[src/source/fifo_pkg.sv]
package fifo_pkg;

  // default payload width in bits.
  parameter int DATA_W_DEFAULT = 16;

  // default number of memory entries, power of two.
  parameter int DEPTH_DEFAULT = 16;

  // occupancy of the two-slot output buffer.
  typedef enum logic [1:0]
  {
    OUT_EMPTY = 2'd0,
    OUT_ONE   = 2'd1,
    OUT_TWO   = 2'd2
  } out_state_e;

endpackage

[src/source/fifo_1r1w_top.sv]
module fifo_1r1w_top
#(
  parameter int DATA_W = fifo_pkg::DATA_W_DEFAULT,
  parameter int DEPTH  = fifo_pkg::DEPTH_DEFAULT
)
(
  input  logic               clk_i,
  input  logic               rst_n_i,

  input  logic               in_valid_i,
  input  logic [DATA_W-1:0]  in_data_i,
  output logic               in_ready_o,

  output logic               out_valid_o,
  output logic [DATA_W-1:0]  out_data_o,
  input  logic               out_ready_i
);

  localparam int ADDR_W = $clog2(DEPTH);

  logic              mem_w_v;
  logic [ADDR_W-1:0] mem_w_addr;
  logic [DATA_W-1:0] mem_w_data;
  logic              mem_r_v;
  logic [ADDR_W-1:0] mem_r_addr;
  logic [DATA_W-1:0] mem_r_data;
  logic              rd_credit;

  // pointers, count and read issue.
  fifo_ptr_ctrl #(
    .DATA_W (DATA_W),
    .DEPTH  (DEPTH)
  ) u_ptr_ctrl (
    .clk_i        (clk_i),
    .rst_n_i      (rst_n_i),
    .in_valid_i   (in_valid_i),
    .in_data_i    (in_data_i),
    .in_ready_o   (in_ready_o),
    .rd_credit_i  (rd_credit),
    .mem_w_v_o    (mem_w_v),
    .mem_w_addr_o (mem_w_addr),
    .mem_w_data_o (mem_w_data),
    .mem_r_v_o    (mem_r_v),
    .mem_r_addr_o (mem_r_addr)
  );

  // storage, one cycle read latency.
  mem_1r1w_sync #(
    .DATA_W (DATA_W),
    .DEPTH  (DEPTH)
  ) u_mem (
    .clk_i    (clk_i),
    .w_v_i    (mem_w_v),
    .w_addr_i (mem_w_addr),
    .w_data_i (mem_w_data),
    .r_v_i    (mem_r_v),
    .r_addr_i (mem_r_addr),
    .r_data_o (mem_r_data)
  );

  // output staging.
  fifo_out_stage #(
    .DATA_W (DATA_W),
    .DEPTH  (DEPTH)
  ) u_out_stage (
    .clk_i       (clk_i),
    .rst_n_i     (rst_n_i),
    .rd_issue_i  (mem_r_v),
    .rd_data_i   (mem_r_data),
    .rd_credit_o (rd_credit),
    .out_valid_o (out_valid_o),
    .out_data_o  (out_data_o),
    .out_ready_i (out_ready_i)
  );

endmodule

[src/source/fifo_out_stage.sv]
module fifo_out_stage
#(
  parameter int DATA_W = fifo_pkg::DATA_W_DEFAULT,
  parameter int DEPTH  = fifo_pkg::DEPTH_DEFAULT
)
(
  input  logic               clk_i,
  input  logic               rst_n_i,

  // read issue and returning memory data.
  input  logic               rd_issue_i,
  input  logic [DATA_W-1:0]  rd_data_i,
  output logic               rd_credit_o,

  // consumer side.
  output logic               out_valid_o,
  output logic [DATA_W-1:0]  out_data_o,
  input  logic               out_ready_i
);

  import fifo_pkg::*;

  // slots hold at most two items regardless of depth.
  localparam int SLOTS = 2;

  out_state_e        state_q;
  logic              inflight_q;
  logic [DATA_W-1:0] slot_q [SLOTS];

  logic       push;
  logic       pop;
  logic [1:0] held_cnt;
  logic [2:0] occupancy;

  // memory data is meaningful one cycle after issue.
  always_ff @(posedge clk_i)
  begin
    if (!rst_n_i)
    begin
      inflight_q <= 1'b0;
    end
    else
    begin
      inflight_q <= rd_issue_i;
    end
  end

  assign push = inflight_q;
  assign pop  = out_valid_o & out_ready_i;

  always_comb
  begin
    case (state_q)
      OUT_ONE: held_cnt = 2'd1;
      OUT_TWO: held_cnt = 2'd2;
      default: held_cnt = 2'd0;
    endcase
  end

  // the pop of this cycle frees a slot, which keeps full throughput.
  assign occupancy   = {1'b0, held_cnt} + {2'b00, inflight_q} - {2'b00, pop};
  assign rd_credit_o = (occupancy < 3'd2);

  // slot 0 is always the older item.
  assign out_valid_o = (state_q != OUT_EMPTY);
  assign out_data_o  = slot_q[0];

  always_ff @(posedge clk_i)
  begin
    if (!rst_n_i)
    begin
      state_q <= OUT_EMPTY;
    end
    else
    begin
      case (state_q)
        OUT_EMPTY:
        begin
          if (push)
          begin
            state_q <= OUT_ONE;
          end
        end
        OUT_ONE:
        begin
          if (push && !pop)
          begin
            state_q <= OUT_TWO;
          end
          else if (!push && pop)
          begin
            state_q <= OUT_EMPTY;
          end
        end
        OUT_TWO:
        begin
          // credit rules out a push without a pop here.
          if (pop && !push)
          begin
            state_q <= OUT_ONE;
          end
        end
        default:
        begin
          state_q <= OUT_EMPTY;
        end
      endcase
    end
  end

  // payload slots.
  always_ff @(posedge clk_i)
  begin
    if (state_q == OUT_TWO && pop)
    begin
      slot_q[0] <= slot_q[1];
      if (push)
      begin
        slot_q[1] <= rd_data_i;
      end
    end
    else if (push)
    begin
      if (state_q == OUT_EMPTY || (state_q == OUT_ONE && pop))
      begin
        slot_q[0] <= rd_data_i;
      end
      else
      begin
        slot_q[1] <= rd_data_i;
      end
    end
  end

endmodule

[src/source/fifo_ptr_ctrl.sv]
module fifo_ptr_ctrl
#(
  parameter int DATA_W = fifo_pkg::DATA_W_DEFAULT,
  parameter int DEPTH  = fifo_pkg::DEPTH_DEFAULT
)
(
  input  logic                       clk_i,
  input  logic                       rst_n_i,

  // producer side.
  input  logic                       in_valid_i,
  input  logic [DATA_W-1:0]          in_data_i,
  output logic                       in_ready_o,

  // credit from the output stage.
  input  logic                       rd_credit_i,

  // memory write port.
  output logic                       mem_w_v_o,
  output logic [$clog2(DEPTH)-1:0]   mem_w_addr_o,
  output logic [DATA_W-1:0]          mem_w_data_o,

  // memory read port, also the issue strobe.
  output logic                       mem_r_v_o,
  output logic [$clog2(DEPTH)-1:0]   mem_r_addr_o
);

  localparam int ADDR_W = $clog2(DEPTH);
  localparam int CNT_W  = ADDR_W + 1;

  logic [ADDR_W-1:0] wr_ptr_q;
  logic [ADDR_W-1:0] rd_ptr_q;
  logic [CNT_W-1:0]  count_q;

  logic wr_fire;
  logic rd_fire;

  // room left while fewer than DEPTH words are stored.
  assign in_ready_o = (count_q < CNT_W'(DEPTH));
  assign wr_fire    = in_valid_i & in_ready_o;

  // only entries written at an earlier edge are read.
  assign rd_fire    = (count_q != '0) & rd_credit_i;

  assign mem_w_v_o    = wr_fire;
  assign mem_w_addr_o = wr_ptr_q;
  assign mem_w_data_o = in_data_i;

  assign mem_r_v_o    = rd_fire;
  assign mem_r_addr_o = rd_ptr_q;

  // pointers wrap on their own since DEPTH is a power of two.
  always_ff @(posedge clk_i)
  begin
    if (!rst_n_i)
    begin
      wr_ptr_q <= '0;
      rd_ptr_q <= '0;
    end
    else
    begin
      if (wr_fire)
      begin
        wr_ptr_q <= wr_ptr_q + ADDR_W'(1);
      end
      if (rd_fire)
      begin
        rd_ptr_q <= rd_ptr_q + ADDR_W'(1);
      end
    end
  end

  // stored word count.
  always_ff @(posedge clk_i)
  begin
    if (!rst_n_i)
    begin
      count_q <= '0;
    end
    else
    begin
      case ({wr_fire, rd_fire})
        2'b10:
        begin
          count_q <= count_q + CNT_W'(1);
        end
        2'b01:
        begin
          count_q <= count_q - CNT_W'(1);
        end
        default:
        begin
          // no change, or a write and a read cancel.
          count_q <= count_q;
        end
      endcase
    end
  end

endmodule

[src/source/mem_1r1w_sync.sv]
module mem_1r1w_sync
#(
  parameter int DATA_W = fifo_pkg::DATA_W_DEFAULT,
  parameter int DEPTH  = fifo_pkg::DEPTH_DEFAULT
)
(
  input  logic                       clk_i,

  input  logic                       w_v_i,
  input  logic [$clog2(DEPTH)-1:0]   w_addr_i,
  input  logic [DATA_W-1:0]          w_data_i,

  input  logic                       r_v_i,
  input  logic [$clog2(DEPTH)-1:0]   r_addr_i,
  output logic [DATA_W-1:0]          r_data_o
);

  localparam int ADDR_W = $clog2(DEPTH);

  logic [DATA_W-1:0] mem_q [DEPTH];
  logic [ADDR_W-1:0] r_addr;

  assign r_addr = r_addr_i;

  // write port.
  always_ff @(posedge clk_i)
  begin
    if (w_v_i)
    begin
      mem_q[w_addr_i] <= w_data_i;
    end
  end

  // read port, output holds between reads.
  always_ff @(posedge clk_i)
  begin
    if (r_v_i)
    begin
      r_data_o <= mem_q[r_addr];
    end
  end

endmodule

[config.mk]
export PLATFORM = sky130hd
export DESIGN_NAME = fifo_1r1w_top
export DESIGN_NICKNAME = d
export VERILOG_FILES = /design/src/source/fifo_pkg.sv /design/src/source/fifo_1r1w_top.sv /design/src/source/fifo_out_stage.sv /design/src/source/fifo_ptr_ctrl.sv /design/src/source/mem_1r1w_sync.sv
export SDC_FILE = /design/constraint.sdc
export NUM_CORES = 1
export LEC_CHECK = 0
export ABC_CLOCK_PERIOD_IN_PS = 7100
export BUFFER_PORTS_ARGS = -buffer_cell sky130_fd_sc_hd__buf_2
export CAP_MARGIN = 20
export CORE_ASPECT_RATIO = 1.5
export CORE_MARGIN = 2
export CORE_UTILIZATION = 61
export DETAILED_ROUTE_END_ITERATION = 7
export HOLD_SLACK_MARGIN = 0.12
export PLACE_DENSITY = 0.78
export SKIP_LAST_GASP = 1
export SYNTH_ARGS = -nofsm -noshare
export SYNTH_HDL_FRONTEND = slang
export SYNTH_SLANG_ARGS = --single-unit
[constraint.sdc]
create_clock -name clk_i -period 7.1 [get_ports clk_i]
set_input_delay 1.42 -clock clk_i [delete_from_list [all_inputs] [get_ports clk_i]]
set_output_delay 1.42 -clock clk_i [all_outputs]
set_load 0.01 [all_outputs]
# [After elaboration in Yosys (flattened, before gate mapping)]
# Memories as Yosys holds them, arrays and structs flattened. A register that Yosys moved wholly into a read port is not among the register bits.
# Cells that the tools add are included.
[word_totals] output_inout_bits=18 reg_bits=16 ramBits=288 n_memories=2 elab_cells=63
[classes] reduce_logical=12 n_addsub=6 bitwise_logic=5 magnitude_cmp=2 mux=24 n_eq_ne=7
[mem_list] name="u_mem.mem_q" words=16 word_bits=16 rd=1 rd_ports_with_merged_regs=1 write_ports=1 line_no="mem_1r1w_sync.sv:20" rtl="logic [DATA_W-1:0] mem_q [DEPTH];"
[mem_list] name="u_out_stage.slot_q" words=2 word_bits=16 rd=2 rd_ports_with_merged_regs=0 write_ports=2 line_no="fifo_out_stage.sv:28" rtl="logic [DATA_W-1:0] slot_q [SLOTS];"
[ops] op="two-way mux 16 bit" count=2
[ops] op="two-way mux 1 bit" count=15
[ops] op="case mux 5 bit (2 select lines)" count=1
[ops] op="adder 4 x 1 -> 4 bit (second input constant)" count=2
[ops] op="two-way mux 2 bit" count=4
[ops] op="case mux 2 bit (3 select lines)" count=1
[ops] op="adder 5 x 1 -> 5 bit (second input constant)" count=1
[ops] op="less-than comparator 5 bit (second input constant)" count=1
[ops] op="nonzero test 5 bit" count=1
[ops] op="subtractor 5 x 1 -> 5 bit (second input constant)" count=1
[ops] op="== test 2 x 1 -> 1 bit (second input constant)" count=2
[ops] op="== test 2 bit (second input constant)" count=2
[ops] op="logical AND 1 bit" count=4
[ops] op="inequality test 2 x 1 -> 1 bit (second input constant)" count=2
[ops] op="case mux 2 bit (2 select lines)" count=1
[ops] op="nonzero test 2 bit" count=2
[ops] op="adder 2 x 1 -> 3 bit" count=1
[ops] op="AND 1 bit" count=3
[ops] op="less-than comparator 3 x 2 -> 1 bit (second input constant)" count=1
[ops] op="inequality test 3 x 1 -> 1 bit (second input constant)" count=1
[ops] op="AND reduction 3 bit" count=1
[ops] op="subtractor 3 x 1 -> 3 bit" count=1
[ops] op="logical NOT 1 bit" count=2
[ops] op="logical NOT 2 bit" count=1
[ops] op="2 further kinds" count=3

# [Longest topological paths before layout]
# Gate-level depths: netlist of run 1.
[logic_depth] word_depth=9 depth_mapped=15

# [Cells and area by module]
# From an unflattened synthesis of run 1, not the netlist that was laid out.
[unflattened] hier_cells=617 hier_area_um2=12589.6
[by_module_without_submodules] mod="mem_1r1w_sync" seq_area_each_um2=8167.8 cells_per_inst=432 area_each_um2=10203.5 instances=1
[by_module_without_submodules] mod="fifo_out_stage" seq_area_each_um2=1021.0 cells_per_inst=91 area_each_um2=1542.7 instances=1
[by_module_without_submodules] mod="fifo_ptr_ctrl" seq_area_each_um2=260.2 cells_per_inst=94 area_each_um2=843.3 instances=1

# [Least setup slack after synthesis of run 1]
# Ideal clock, no wire load.
[synth_timing] path_kind="input -> register" from="input port out_ready_i" to="register u_ptr_ctrl.count_q[4]" path_stages=14 setup_slack_ns=1.752 required_ns=7.028 setup_ns=0.072 arrival_ns=5.277 cell_sequence="nand2_1 > ha_1 > or3_2 > fa_1 > nand2b_1 > mux2_4 > nor2_1 > ha_1 > inv_1 > fa_1 > nand2b_1 > a21oi_1 > mux2i_1 > mux2i_1"
[synth_between] elab_chain_len=6 word_cells_on_any_way=8
[synth_lines] element="from (decl)" line_no="fifo_1r1w_top.sv:16" rtl="input logic out_ready_i"
[synth_lines] element="AND 1 bit (*)" line_no="fifo_out_stage.sv:49" rtl="assign pop = out_valid_o & out_ready_i;"
[synth_lines] element="subtractor 3 x 1 -> 3 bit (*)" line_no="fifo_out_stage.sv:61" rtl="assign occupancy = {1'b0, held_cnt} + {2'b00, inflight_q} - {2'b00, pop};"
[synth_lines] element="less-than comparator 3 x 2 -> 1 bit (*)" line_no="fifo_out_stage.sv:62" rtl="assign rd_credit_o = (occupancy < 3'd2);"
[synth_lines] element="AND 1 bit (*)" line_no="fifo_ptr_ctrl.sv:43" rtl="assign rd_fire = (count_q != '0) & rd_credit_i;"
[synth_lines] element="via mem_r_v" line_no="fifo_1r1w_top.sv:24" rtl="logic mem_r_v;"
[synth_lines] element="== test 2 x 1 -> 1 bit / == test 2 bit (equally long branches)" line_no="fifo_ptr_ctrl.sv:82" rtl="case ({wr_fire, rd_fire})"
[synth_lines] element="case mux 5 bit (2 select lines) / nonzero test 2 bit (equally long branches)"
[synth_lines] element="to (signal assigned)" line_no="fifo_ptr_ctrl.sv:85" rtl="count_q <= count_q + CNT_W'(1);"
[synth_lines] element="to (signal assigned)" line_no="fifo_ptr_ctrl.sv:89" rtl="count_q <= count_q - CNT_W'(1);"
[synth_lines] element="to (signal assigned)" line_no="fifo_ptr_ctrl.sv:94" rtl="count_q <= count_q;"
[synth_lines] element="to (decl)" line_no="fifo_ptr_ctrl.sv:33" rtl="logic [CNT_W-1:0] count_q;"
# Mark *: on every way through the listed nets, which the timed path passes. The rest lies on a longest branch.
# A chain may end at the register's enable or synchronous reset.

# [Worst setup path after layout of run 1]
# Ends and elaborated chain as after synthesis.

==> metrics.cfg, run 1 <==
[outcome]
status = complete, no violations

[floorplanning]
die_h_um = 178.8
dieWidth_um = 120.5
num_rows = 64
start_util_pct = 61.58
ioPinCount = 38
die-area_um2 = 21550
coreArea_um2 = 20180

[synthesis]
synth.ff_latch_count = 320
syn_area_um2 = 12430
synth.largest_area_cell = edfxtp_1
synth_enable_flop_cells = 304
synth-main-ff-cell = edfxtp_1
synth_top_area_share_pct = 73.47
synthTopCellsByArea = edfxtp_1, mux4_2, dfxtp_1
ys_seq_area_share_pct = 76.04
synth_area_per_cell_um2 = 20.11
synthArstFlopShare_pct = 0
syn-num-nets = 651
synthDistinctLibCells = 43
syn_inst = 618
yosys_warnings = 0

[layout]
area_delta_synth_final_pct = 10.41
fillers = 1294
drive_above_1_share_pct = 28.59
seqCellArea_um2 = 9454
final_common_cell = edfxtp_1
multiInputGateArea_um2 = 2694
mostFrequentLayoutCells = edfxtp_1, mux4_2, buf_2, a22oi_1, nor2_1
final_nets = 694
antennaDiodeCount = 0

[sta]
fin_worst_skew_ns = 0.01096
period_share_pct = 67.19
fin_crit_ns = 4.770
slew_violations = 0
clock.fmax_mhz = 209.6
tightest_slew_ns = 1.053
tns_ns = 0
slew_headroom_pct = 29.49
setup_viol = 0
hold_viol = 0
rsz0062_at_grt = false

[clocking]
root_buffer = clkbuf_16
clock_latency_ns = 0.54
cts_buffers = 28
cts_sinks = 320
tritoncts = done
post_cts_resized = 0
clk_pin_slew_ns = 0.06
htree_levels = 1
postCtsSetupRepairBufs = 0
cts_buffer_depth = 3
cts_hold_buf = 0

[setup_path]
r2r-start = u_out_stage.state_q[1]
critical_path_class = input port to flip-flop
critPathMaxFanout = 17
crit_start = out_ready_i
end_kind = flip-flop
cp-start-kind = input port
worstPathArrival_ns = 5.22
worstPathRequired_ns = 7.55

[global_routing]
grt-ovfl-total = 0
grt_pass1_vias = 6079
grt_max_degree = 68
track_usage_pct = 22.48
antenna_found_initial = 0
grt_first_pass_wirelength_mm = 35.38

[detailed_routing]
dr_total_vias = 5969
routed_wl_mm = 23.51
ant_nets = 0
drtPass1Iterations = 7
drc = 0
via_per_inst = 6.310
wl_per_cell_um = 24.86
dr.first_iter.drc_count = 670

[hold_path]
hold_start = u_mem.r_data_o[6]
worstHoldPathType = flip-flop to flip-flop

[placement]
io_buffers = 37
place.gp.congestion = 0.7393
place.detailed.hpwl_mm = 13.21

[power]
power.density_nw_per_um2 = 346.9
ir_worst_vdd_uv = 340.2
finalPower_mw = 4.760
p_leak_nw = 4.479

[job]
maxCapViolations = 0

sequential cells by signal (all words and copies together) (netlist names):
name,count
u_out_stage.state_q,2
u_out_stage.inflight_q,1
u_mem.mem_q,256
u_out_stage.slot_q,32
u_ptr_ctrl.mem_w_addr_o,4
u_mem.r_data_o,16
u_ptr_ctrl.count_q,5
u_ptr_ctrl.mem_r_addr_o,4
Yosys cell counts, types with 2 or more instances:
master / number
or3_2: 2
ha_1: 11
o21ai_0: 5
mux2_2: 16
xor2_1: 4
nor2b_1: 4
dfxtp_1: 16
clkbuf_1: 16
buf_1: 2
a22oi_1: 33
edfxtp_1: 304
or4_1: 3
a21oi_1: 9
mux4_2: 64
buf_2: 4
nor2_1: 32
o31ai_1: 2
inv_1: 11
fa_1: 2
nor3_1: 5
nand2b_1: 4
or2_2: 2
clkbuf_8: 2
mux2i_1: 2
buf_4: 19
nand2_1: 27
worst max-delay path, cell delays in order:
cell and delay (ns):
buf_2 0.12, nand2_1 0.08, ha_1 0.29, or3_2 0.43, fa_1 0.52, nand2b_1 0.07, mux2_4 0.32, nor2_1 0.10
buf_4 0.25, ha_1 0.30, inv_1 0.12, fa_1 0.41, nand2b_1 0.16, a21oi_1 0.17, mux2i_1 0.25, mux2i_1 0.23
final cells by class:
class | instances | share of cell area (%)
Clock buffer | 31 | 5.189
Multi-Input combinational cell | 243 | 19.64
Sequential cell | 320 | 68.91
Inverter | 11 | 0.3010
Tap cell | 264 | 2.408
Clock inverter | 20 | 1.113
Timing Repair Buffer | 57 | 2.444
report_power, final:
group | switching, mW | leakage, nW | internal (mW)
registers | 0.0854 | 2.89 | 2.29
clock network | 0.622 | 0.430 | 0.794
logic | 0.526 | 1.16 | 0.446
cell families (layout without fill, tap and decap cells):
logic type | count (synthesis) | in the layout | share of synthesized area (%)
adders and majority gates | 13 | 13 | 1.430
muxes | 83 | 83 | 13.33
DFF | 320 | 320 | 76.04
buffers and inverters | 55 | 119 | 2.497
and+or+nand+nor | 89 | 89 | 3.414
xor gates and xnor gates | 5 | 5 | 0.3524
AOI/OAI and AO/OA | 53 | 53 | 2.930
metal layers:
layer / global-route usage, % / up-vias / share of wire, %
met5: 0 / - / 0
met4: 8.721 / 0 / 3.2
met3: 2.990 / 52 / 5.5
met2: 40.07 / 242 / 54
met1: 28.13 / 3116 / 37
li1: - / 2559 / -
stage by stage:
stage | hold slack (ns) | area [µm²] | instances | utilization (%) | worst slack, ns
2_1_floorplan | 0.4222 | 12430 | 618 | - | 1.752
3_3_place_gp | 0.4334 | 12850 | 895 | 63.70 | 2.083
3_5_place_dp | 0.4337 | 12850 | 895 | 63.70 | 1.766
4_1_cts | 0.4482 | 13720 | 946 | 67.99 | 2.333
5_1_grt | 0.4628 | 13720 | 946 | 67.99 | 2.053
6_report | 0.4494 | 13720 | 946 | 67.99 | 2.330
path summary, 6_finish.rpt:
path | endpoint | slack (ns) | cells past startpoint
setup / recovery | u_ptr_ctrl.count_q[4] | 2.33 | 16
hold / removal | u_out_stage.slot_q[0][22] | 0.45 | 0
setup reg to reg | u_ptr_ctrl.count_q[4] | 2.67 | 16
hold reg to reg | u_out_stage.slot_q[0][22] | 0.45 | 0
Power figures use the tool's default switching activity.
==> inputs of run 2 (changes only) <==
--- a/config.mk
+++ b/config.mk
@@ -5,15 +5,15 @@
 export SDC_FILE = /design/constraint.sdc
 export NUM_CORES = 1
 export LEC_CHECK = 0
-export ABC_CLOCK_PERIOD_IN_PS = 7100
+export ABC_CLOCK_PERIOD_IN_PS = 3800
 export BUFFER_PORTS_ARGS = -buffer_cell sky130_fd_sc_hd__buf_2
 export CAP_MARGIN = 20
 export CORE_ASPECT_RATIO = 1.5
 export CORE_MARGIN = 2
-export CORE_UTILIZATION = 61
+export CORE_UTILIZATION = 56
 export DETAILED_ROUTE_END_ITERATION = 7
 export HOLD_SLACK_MARGIN = 0.12
-export PLACE_DENSITY = 0.78
+export PLACE_DENSITY = 0.76
 export SKIP_LAST_GASP = 1
 export SYNTH_ARGS = -nofsm -noshare
 export SYNTH_HDL_FRONTEND = slang
==> constraint.sdc (replaced) <==
create_clock -name clk_i -period 3.8 [get_ports clk_i]
set_input_delay 0.76 -clock clk_i [delete_from_list [all_inputs] [get_ports clk_i]]
set_output_delay 0.76 -clock clk_i [all_outputs]
set_load 0.01 [all_outputs]
==> metrics.cfg, run 2 (synthesis gave the netlist of run 1 again) <==
[global_routing]
grt_max_degree = 37  ; was 68
grt_first_pass_wirelength_mm = 37.61  ; was 35.38 mm
busiest_layer = met2  ; unchanged
grt-ovfl-total = 0  ; unchanged
track_usage_pct = 21.20  ; was 22.48%
grt_use_met1_pct = 26.20  ; was 28.13%
use_met3_pct = 2.609  ; was 2.990%
grtUsageMet2_pct = 38.54  ; was 40.07%
antenna_found_initial = 0  ; unchanged
grt_pass1_vias = 6393  ; was 6079

[layout]
mostFrequentLayoutCells = edfxtp_1, mux4_2, buf_2, buf_4, a22oi_1  ; was edfxtp_1, mux4_2, buf_2, a22oi_1, nor2_1
area_delta_synth_final_pct = 13.51  ; was 10.41%
final_util_pct = 64.94  ; was 67.99%
final_nets = 713  ; was 694
largestRegisters = u_mem.mem_q: 256 flops, u_out_stage.slot_q: 32 flops, u_mem.r_data_o: 16 flops  ; unchanged
largest_register = u_mem.mem_q  ; unchanged
largest_reg_flops = 256  ; unchanged
final_common_cell = edfxtp_1  ; unchanged
antennaDiodeCount = 0  ; unchanged
drive_above_1_share_pct = 31.86  ; was 28.59%

[setup_path]
worstPathArrival_ns = 4.10  ; was 5.22 ns
critical_path_class = flip-flop to flip-flop  ; was input port to flip-flop
critPathMaxFanout = 3  ; was 17
crit_start = u_out_stage.state_q[0]  ; was out_ready_i
worstPathRequired_ns = 4.27  ; was 7.55 ns
end_kind = flip-flop  ; unchanged
r2r-start = u_out_stage.state_q[0]  ; was u_out_stage.state_q[1]
cp-start-kind = flip-flop  ; was input port

[clocking]
cts_hold_buf = 0  ; unchanged
clock_latency_ns = 0.54  ; about the same
postCtsSetupRepairBufs = 0  ; unchanged
cts_buffer_depth = 3  ; unchanged
clk_pin_slew_ns = 0.07  ; was 0.06 ns
cts_buffers = 29  ; was 28
root_buffer = clkbuf_16  ; unchanged
cts_sinks = 320  ; unchanged
htree_levels = 1  ; unchanged
post_cts_resized = 0  ; unchanged
tritoncts = done  ; unchanged

[detailed_routing]
dr.first_iter.drc_count = 586  ; was 670
dr_total_vias = 6012  ; was 5969
routed_wl_mm = 24.05  ; was 23.51 mm
drtPass1Iterations = 5  ; was 7
ant_nets = 0  ; unchanged
wl_per_cell_um = 24.66  ; was 24.86 µm
via_per_inst = 6.166  ; was 6.310
drc = 0  ; unchanged

[hold_path]
hold_start = u_mem.r_data_o[13]  ; was u_mem.r_data_o[6]
worstHoldPathType = flip-flop to flip-flop  ; unchanged

[power]
ir_worst_vdd_uv = 423.6  ; was 340.2 µV
power.density_nw_per_um2 = 672.6  ; was 346.9 nW/µm²
p_leak_nw = 4.660  ; was 4.479 nW

[sta]
clock.fmax_mhz = 276.0
fin_worst_skew_ns = 0.01038  ; was 0.01096 ns
rsz0062_at_grt = false  ; unchanged
slew_violations = 0  ; unchanged
tightest_slew_ns = 1.089  ; was 1.053 ns
hold_ws_ns = 0.4487  ; was 0.4494 ns
slew_headroom_pct = 27.09  ; was 29.49%
period_share_pct = 95.36
hold_viol = 0  ; unchanged
fin_crit_ns = 3.624
tns_ns = 0  ; unchanged
setup_viol = 0  ; unchanged

[placement]
place.detailed.hpwl_mm = 15.12  ; was 13.21 mm
place.gp.congestion = 0.7674  ; was 0.7393
io_buffers = 37  ; unchanged

[floorplanning]
coreArea_um2 = 21720  ; was 20180 µm²
die-area_um2 = 23420  ; was 21550 µm²
dieWidth_um = 125.6  ; was 120.5 µm
die_h_um = 186.4  ; was 178.8 µm
start_util_pct = 57.21  ; was 61.58%
num_rows = 66  ; was 64
ioPinCount = 38  ; unchanged

[job]
maxCapViolations = 0  ; unchanged

[outcome]
status = complete, no violations  ; unchanged

[run 2: worst paths after layout]
kind | end | slack [ns] | cells past startpoint
max | u_ptr_ctrl.count_q[4] | 0.18 | 15
min | u_out_stage.slot_q[0][29] | 0.45 | 0
max reg2reg | u_ptr_ctrl.count_q[4] | 0.18 | 15
min reg2reg | u_out_stage.slot_q[0][29] | 0.45 | 0
[run 2: critical path, stage by stage (launching register included)]
cell      delay (ns)
dfxtp_1         0.34
or2_4           0.27
nand2_8         0.08
ha_4            0.19
or3_4           0.36
fa_1            0.55
nand2b_1        0.07
mux2_4          0.29
nor2_4          0.14
ha_4            0.16
inv_2           0.05
fa_2            0.35
nand2b_4        0.15
a21oi_2         0.14
mux2i_1         0.23
mux2i_1         0.19
[run 2: per-layer routing]
metal / part of all wire (%) / vias up
met3: 5.2 / 53
met1: 37 / 3125
li1: - / 2603
met4: 3.2 / 0
met5: 0 / -
met2: 55 / 231
[run 2: area by class of cell]
class                      instances  area [µm²]
inverter                          11       41.29
timing repair buffer              75       483.0
sequential                       320        9454
clock inverter                    21       282.8
multi-input combinational        243        2763
fill                            1365        7614
tap                              272       340.3
clock buffer                      33       740.7
[run 2: metrics by stage]
stage	area, µm²	power [mW]	std cells	setup slack [ns]
final	14100	9.487	975	0.1764
after global routing	14100	9.914	975	0.01193
after CTS	14100	9.574	975	0.1499
after detailed placement	13080	6.501	921	-0.1261
after global placement	13080	6.353	921	-0.03378
after floorplan	12490	5.969	618	-0.1465
[run 2: power breakdown]
group | internal, mW | leakage (nW) | switching (mW) | total, mW
registers | 4.27 | 2.89 | 0.232 | 4.50
logic | 0.927 | 1.27 | 0.980 | 1.91
clock network | 1.87 | 0.499 | 1.20 | 3.08
total | 7.07 | 4.66 | 2.41 | 9.49
==> inputs of run 3 (changes only) <==
--- a/config.mk
+++ b/config.mk
@@ -17,4 +17,5 @@
 export SKIP_LAST_GASP = 1
 export SYNTH_ARGS = -nofsm -noshare
 export SYNTH_HDL_FRONTEND = slang
+export SYNTH_HIERARCHICAL = 1
 export SYNTH_SLANG_ARGS = --single-unit
==> metrics.cfg, run 3 <==
[placement]
pre_cts_ws_ns = -0.1593  ; was -0.1261 ns
io_buffers = 37  ; unchanged
place.gp.congestion = 0.7597  ; was 0.7674
dpl.cell_count = 896  ; was 921
place.detailed.hpwl_mm = 13.43  ; was 15.12 mm

[synthesis]
syn-num-nets = 645  ; was 651
synth_top_area_share_pct = 72.51  ; was 73.47%
ys_seq_area_share_pct = 75.05  ; was 76.04%
yosys_warnings = 6  ; was 0
synthTopCellsByCount = edfxtp_1, mux4_2, buf_4  ; was edfxtp_1, mux4_2, a22oi_1
synth_most_common_cell = edfxtp_1  ; unchanged
syn_area_um2 = 12590  ; was 12430 µm²
synth-xor-area-share_pct = 0.5565  ; was 0.3524%
synthDistinctLibCells = 46  ; was 43
synth_enable_flop_cells = 304  ; unchanged
synth.ff_latch_count = 320  ; unchanged
synth_fa_ha_area_share_pct = 0.9143  ; was 1.430%
synth_compound_area_share_pct = 2.902  ; was 2.930%
synth_area_per_cell_um2 = 20.40  ; was 20.11 µm²
synth.largest_area_cell = edfxtp_1  ; unchanged
synthSimpleGateAreaFrac_pct = 3.409  ; was 3.414%
synthMuxAreaShare_pct = 13.79  ; was 13.33%
synth-main-ff-cell = edfxtp_1  ; unchanged
synth_top_family_by_area = multiplexers  ; unchanged
syn_inst = 617  ; was 618
synthTopCellsByArea = edfxtp_1, mux4_2, dfxtp_1  ; unchanged
synthArstFlopShare_pct = 0  ; unchanged

[layout]
mostFrequentLayoutCells = edfxtp_1, mux4_2, buf_2, a22oi_1, clkbuf_16  ; was edfxtp_1, mux4_2, buf_2, buf_4, a22oi_1
fillers = 1453  ; was 1365
seqCellArea_um2 = 9454  ; unchanged
largestRegisters = u_mem/mem_q: 256 flops, u_out_stage/slot_q: 32 flops, u_mem/r_data_o: 16 flops  ; was u_mem.mem_q: 256 flops, u_out_stage.slot_q: 32 flops, u_mem.r_data_o: 16 flops
multiInputGateArea_um2 = 2744  ; was 2763 µm²
stdcell_count = 948  ; was 975
drive_above_1_share_pct = 27.87  ; was 31.86%
final_util_pct = 62.24  ; was 64.94%
area_delta_synth_final_pct = 9.829  ; was 13.51%
final_nets = 678  ; was 713
final_common_cell = edfxtp_1  ; unchanged
largest_reg_flops = 256  ; unchanged
largest_register = u_mem/mem_q  ; was u_mem.mem_q

[power]
power.density_nw_per_um2 = 654.7  ; was 672.6 nW/µm²
p_leak_nw = 4.520  ; was 4.660 nW
finalPower_mw = 9.053  ; was 9.487 mW
ir_worst_vdd_uv = 389.6  ; was 423.6 µV

[sta]
clock.fmax_mhz = 293.5  ; was 276.0 MHz
fin_crit_ns = 3.407  ; was 3.624 ns
setup_ws_ns = 0.3927  ; was 0.1764 ns
rsz0062_at_grt = false  ; unchanged
hold_viol = 0  ; unchanged
period_share_pct = 89.67  ; was 95.36%
slew_violations = 0  ; unchanged
hold_ws_ns = 0.4500  ; was 0.4487 ns
setup_viol = 0  ; unchanged
slew_headroom_pct = 26.15  ; was 27.09%
tightest_slew_ns = 1.107  ; was 1.089 ns
fin_worst_skew_ns = 0.007316  ; was 0.01038 ns

[setup_path]
cp-start-kind = input port  ; was flip-flop
cp_slowest_cell = fa_1  ; unchanged
end_kind = flip-flop  ; unchanged
r2r_end = u_ptr_ctrl/count_q[4]  ; was u_ptr_ctrl.count_q[4]
critical_path_class = input port to flip-flop  ; was flip-flop to flip-flop
r2r_slack_ns = 0.45  ; was 0.18 ns
worstPathArrival_ns = 3.88  ; was 4.10 ns
worstPathRequired_ns = 4.27  ; about the same
r2r_cells = 14  ; was 15
r2r-start = u_out_stage/state_q[1]  ; was u_out_stage.state_q[0]
path_cells = buf_2, nand2b_1, o21ai_0, and2_1, fa_1, nor2_1, o21ai_4, clkinvlp_4, ha_1, inv_1, fa_1, nand2b_1, a21oi_1, mux2i_1, mux2i_1  ; was or2_4, nand2_8, ha_4, or3_4, fa_1, nand2b_1, mux2_4, nor2_4, ha_4, inv_2, fa_2, nand2b_4, a21oi_2, mux2i_1, mux2i_1
critPathMaxFanout = 6  ; was 3
cp_slowest_stage_delay_ns = 0.42  ; was 0.55 ns

[clocking]
post_cts_resized = 0  ; unchanged
cts_sinks = 320  ; unchanged
htree_levels = 1  ; unchanged
postCtsSetupRepairBufs = 0  ; unchanged
clock_latency_ns = 0.54  ; about the same
cts_buffer_depth = 3  ; unchanged
clk_pin_slew_ns = 0.06  ; was 0.07 ns
cts_buffers = 28  ; was 29
root_buffer = clkbuf_16  ; unchanged
cts_hold_buf = 0  ; unchanged
tritoncts = done  ; unchanged

[detailed_routing]
ant_nets = 0  ; unchanged
via_per_inst = 6.194  ; was 6.166
routed_wl_mm = 23.70  ; was 24.05 mm
drtPass1Iterations = 4  ; was 5
drc = 0  ; unchanged
dr_total_vias = 5872  ; was 6012
dr.first_iter.drc_count = 644  ; was 586
wl_per_cell_um = 25.00  ; was 24.66 µm

[floorplanning]
die_h_um = 187.6  ; was 186.4 µm
dieWidth_um = 126.4  ; was 125.6 µm
coreArea_um2 = 22220  ; was 21720 µm²
die-area_um2 = 23720  ; was 23420 µm²
ioPinCount = 38  ; unchanged
start_util_pct = 56.67  ; was 57.21%
num_rows = 67  ; was 66

[global_routing]
grt_first_pass_wirelength_mm = 36.35  ; was 37.61 mm
grt_pass1_vias = 6105  ; was 6393
grt-ovfl-total = 0  ; unchanged
antenna_found_initial = 1  ; was 0
grt_max_degree = 40  ; was 37
track_usage_pct = 20.40  ; was 21.20%

[hold_path]
hold_start = u_mem/r_data_o[3]  ; was u_mem.r_data_o[13]
hold_depth = 0  ; unchanged
holdPathEnd = u_out_stage/slot_q[0][19]  ; was u_out_stage.slot_q[0][29]
worstHoldPathType = flip-flop to flip-flop  ; unchanged

[job]
maxCapViolations = 0  ; unchanged

[outcome]
status = complete, no violations  ; unchanged

run 3: how the worst max path moves through the flow:
stage / start / slack, ns / to
finish: out_ready_i / 0.39 / u_ptr_ctrl/count_q[4]
global route: out_ready_i / 0.19 / u_ptr_ctrl/count_q[4]
CTS: out_ready_i / 0.41 / u_ptr_ctrl/count_q[4]
detailed placement: out_ready_i / -0.16 / u_ptr_ctrl/count_q[4]
global placement: out_ready_i / 0.11 / u_ptr_ctrl/count_q[4]
floorplan: out_ready_i / 0.17 / u_ptr_ctrl/count_q[4]
run 3: area by class of cell:
| class | count | share of cell area [%] |
|---|---|---|
| sequential | 320 | 68.37 |
| multi-input combinational | 231 | 19.84 |
| clock buffer | 34 | 5.384 |
| timing repair buffer | 60 | 2.678 |
| tap | 276 | 2.498 |
| clock inverter | 17 | 0.9320 |
| inverter | 9 | 0.2715 |
| antenna | 1 | 0.01810 |
run 3: power breakdown:
group	leakage (nW)	total (mW)	switching, mW	internal (mW)
Sequential	2.89	4.56	0.282	4.28
Clock	0.432	2.71	1.19	1.52
Combinational	1.19	1.78	0.848	0.930
Total	4.52	9.05	2.32	6.73
run 3: logic make-up (layout without fill, tap and decap cells):
group,count (synthesis),after routing
mux,84,84
compound gates,48,48
flops,320,320
xor+xnor,8,8
buf+inv,66,120
fa+ha+maj,8,8
simple gates,83,83
other cells,0,1
run 3: worst max-delay path, delay by kind of cell:
family | cells | cell delay (ns)
fa+ha+maj | 3 | 1.06
mux | 2 | 0.43
compound gates | 3 | 0.51
simple gates | 4 | 0.78
buf+inv | 3 | 0.33
run 3: stage by stage:
stage	setup TNS [ns]	instance area, µm²
3_5_place_dp	-0.1956	12950
4_1_cts	0	13820
3_3_place_gp	0	12950
2_1_floorplan	0	12590
5_1_grt	0	13830
6_report	0	13830
run 3: layer usage:
| metal | wire (µm) | GRT usage (%) | share of wire [%] |
|---|---|---|---|
| met1 | 8757 | 26.15 | 37 |
| met2 | 12680 | 36.08 | 54 |
| met3 | 1607 | 2.796 | 6.8 |
| met4 | 647 | 6.636 | 2.7 |
| met5 | 0 | 0 | 0 |
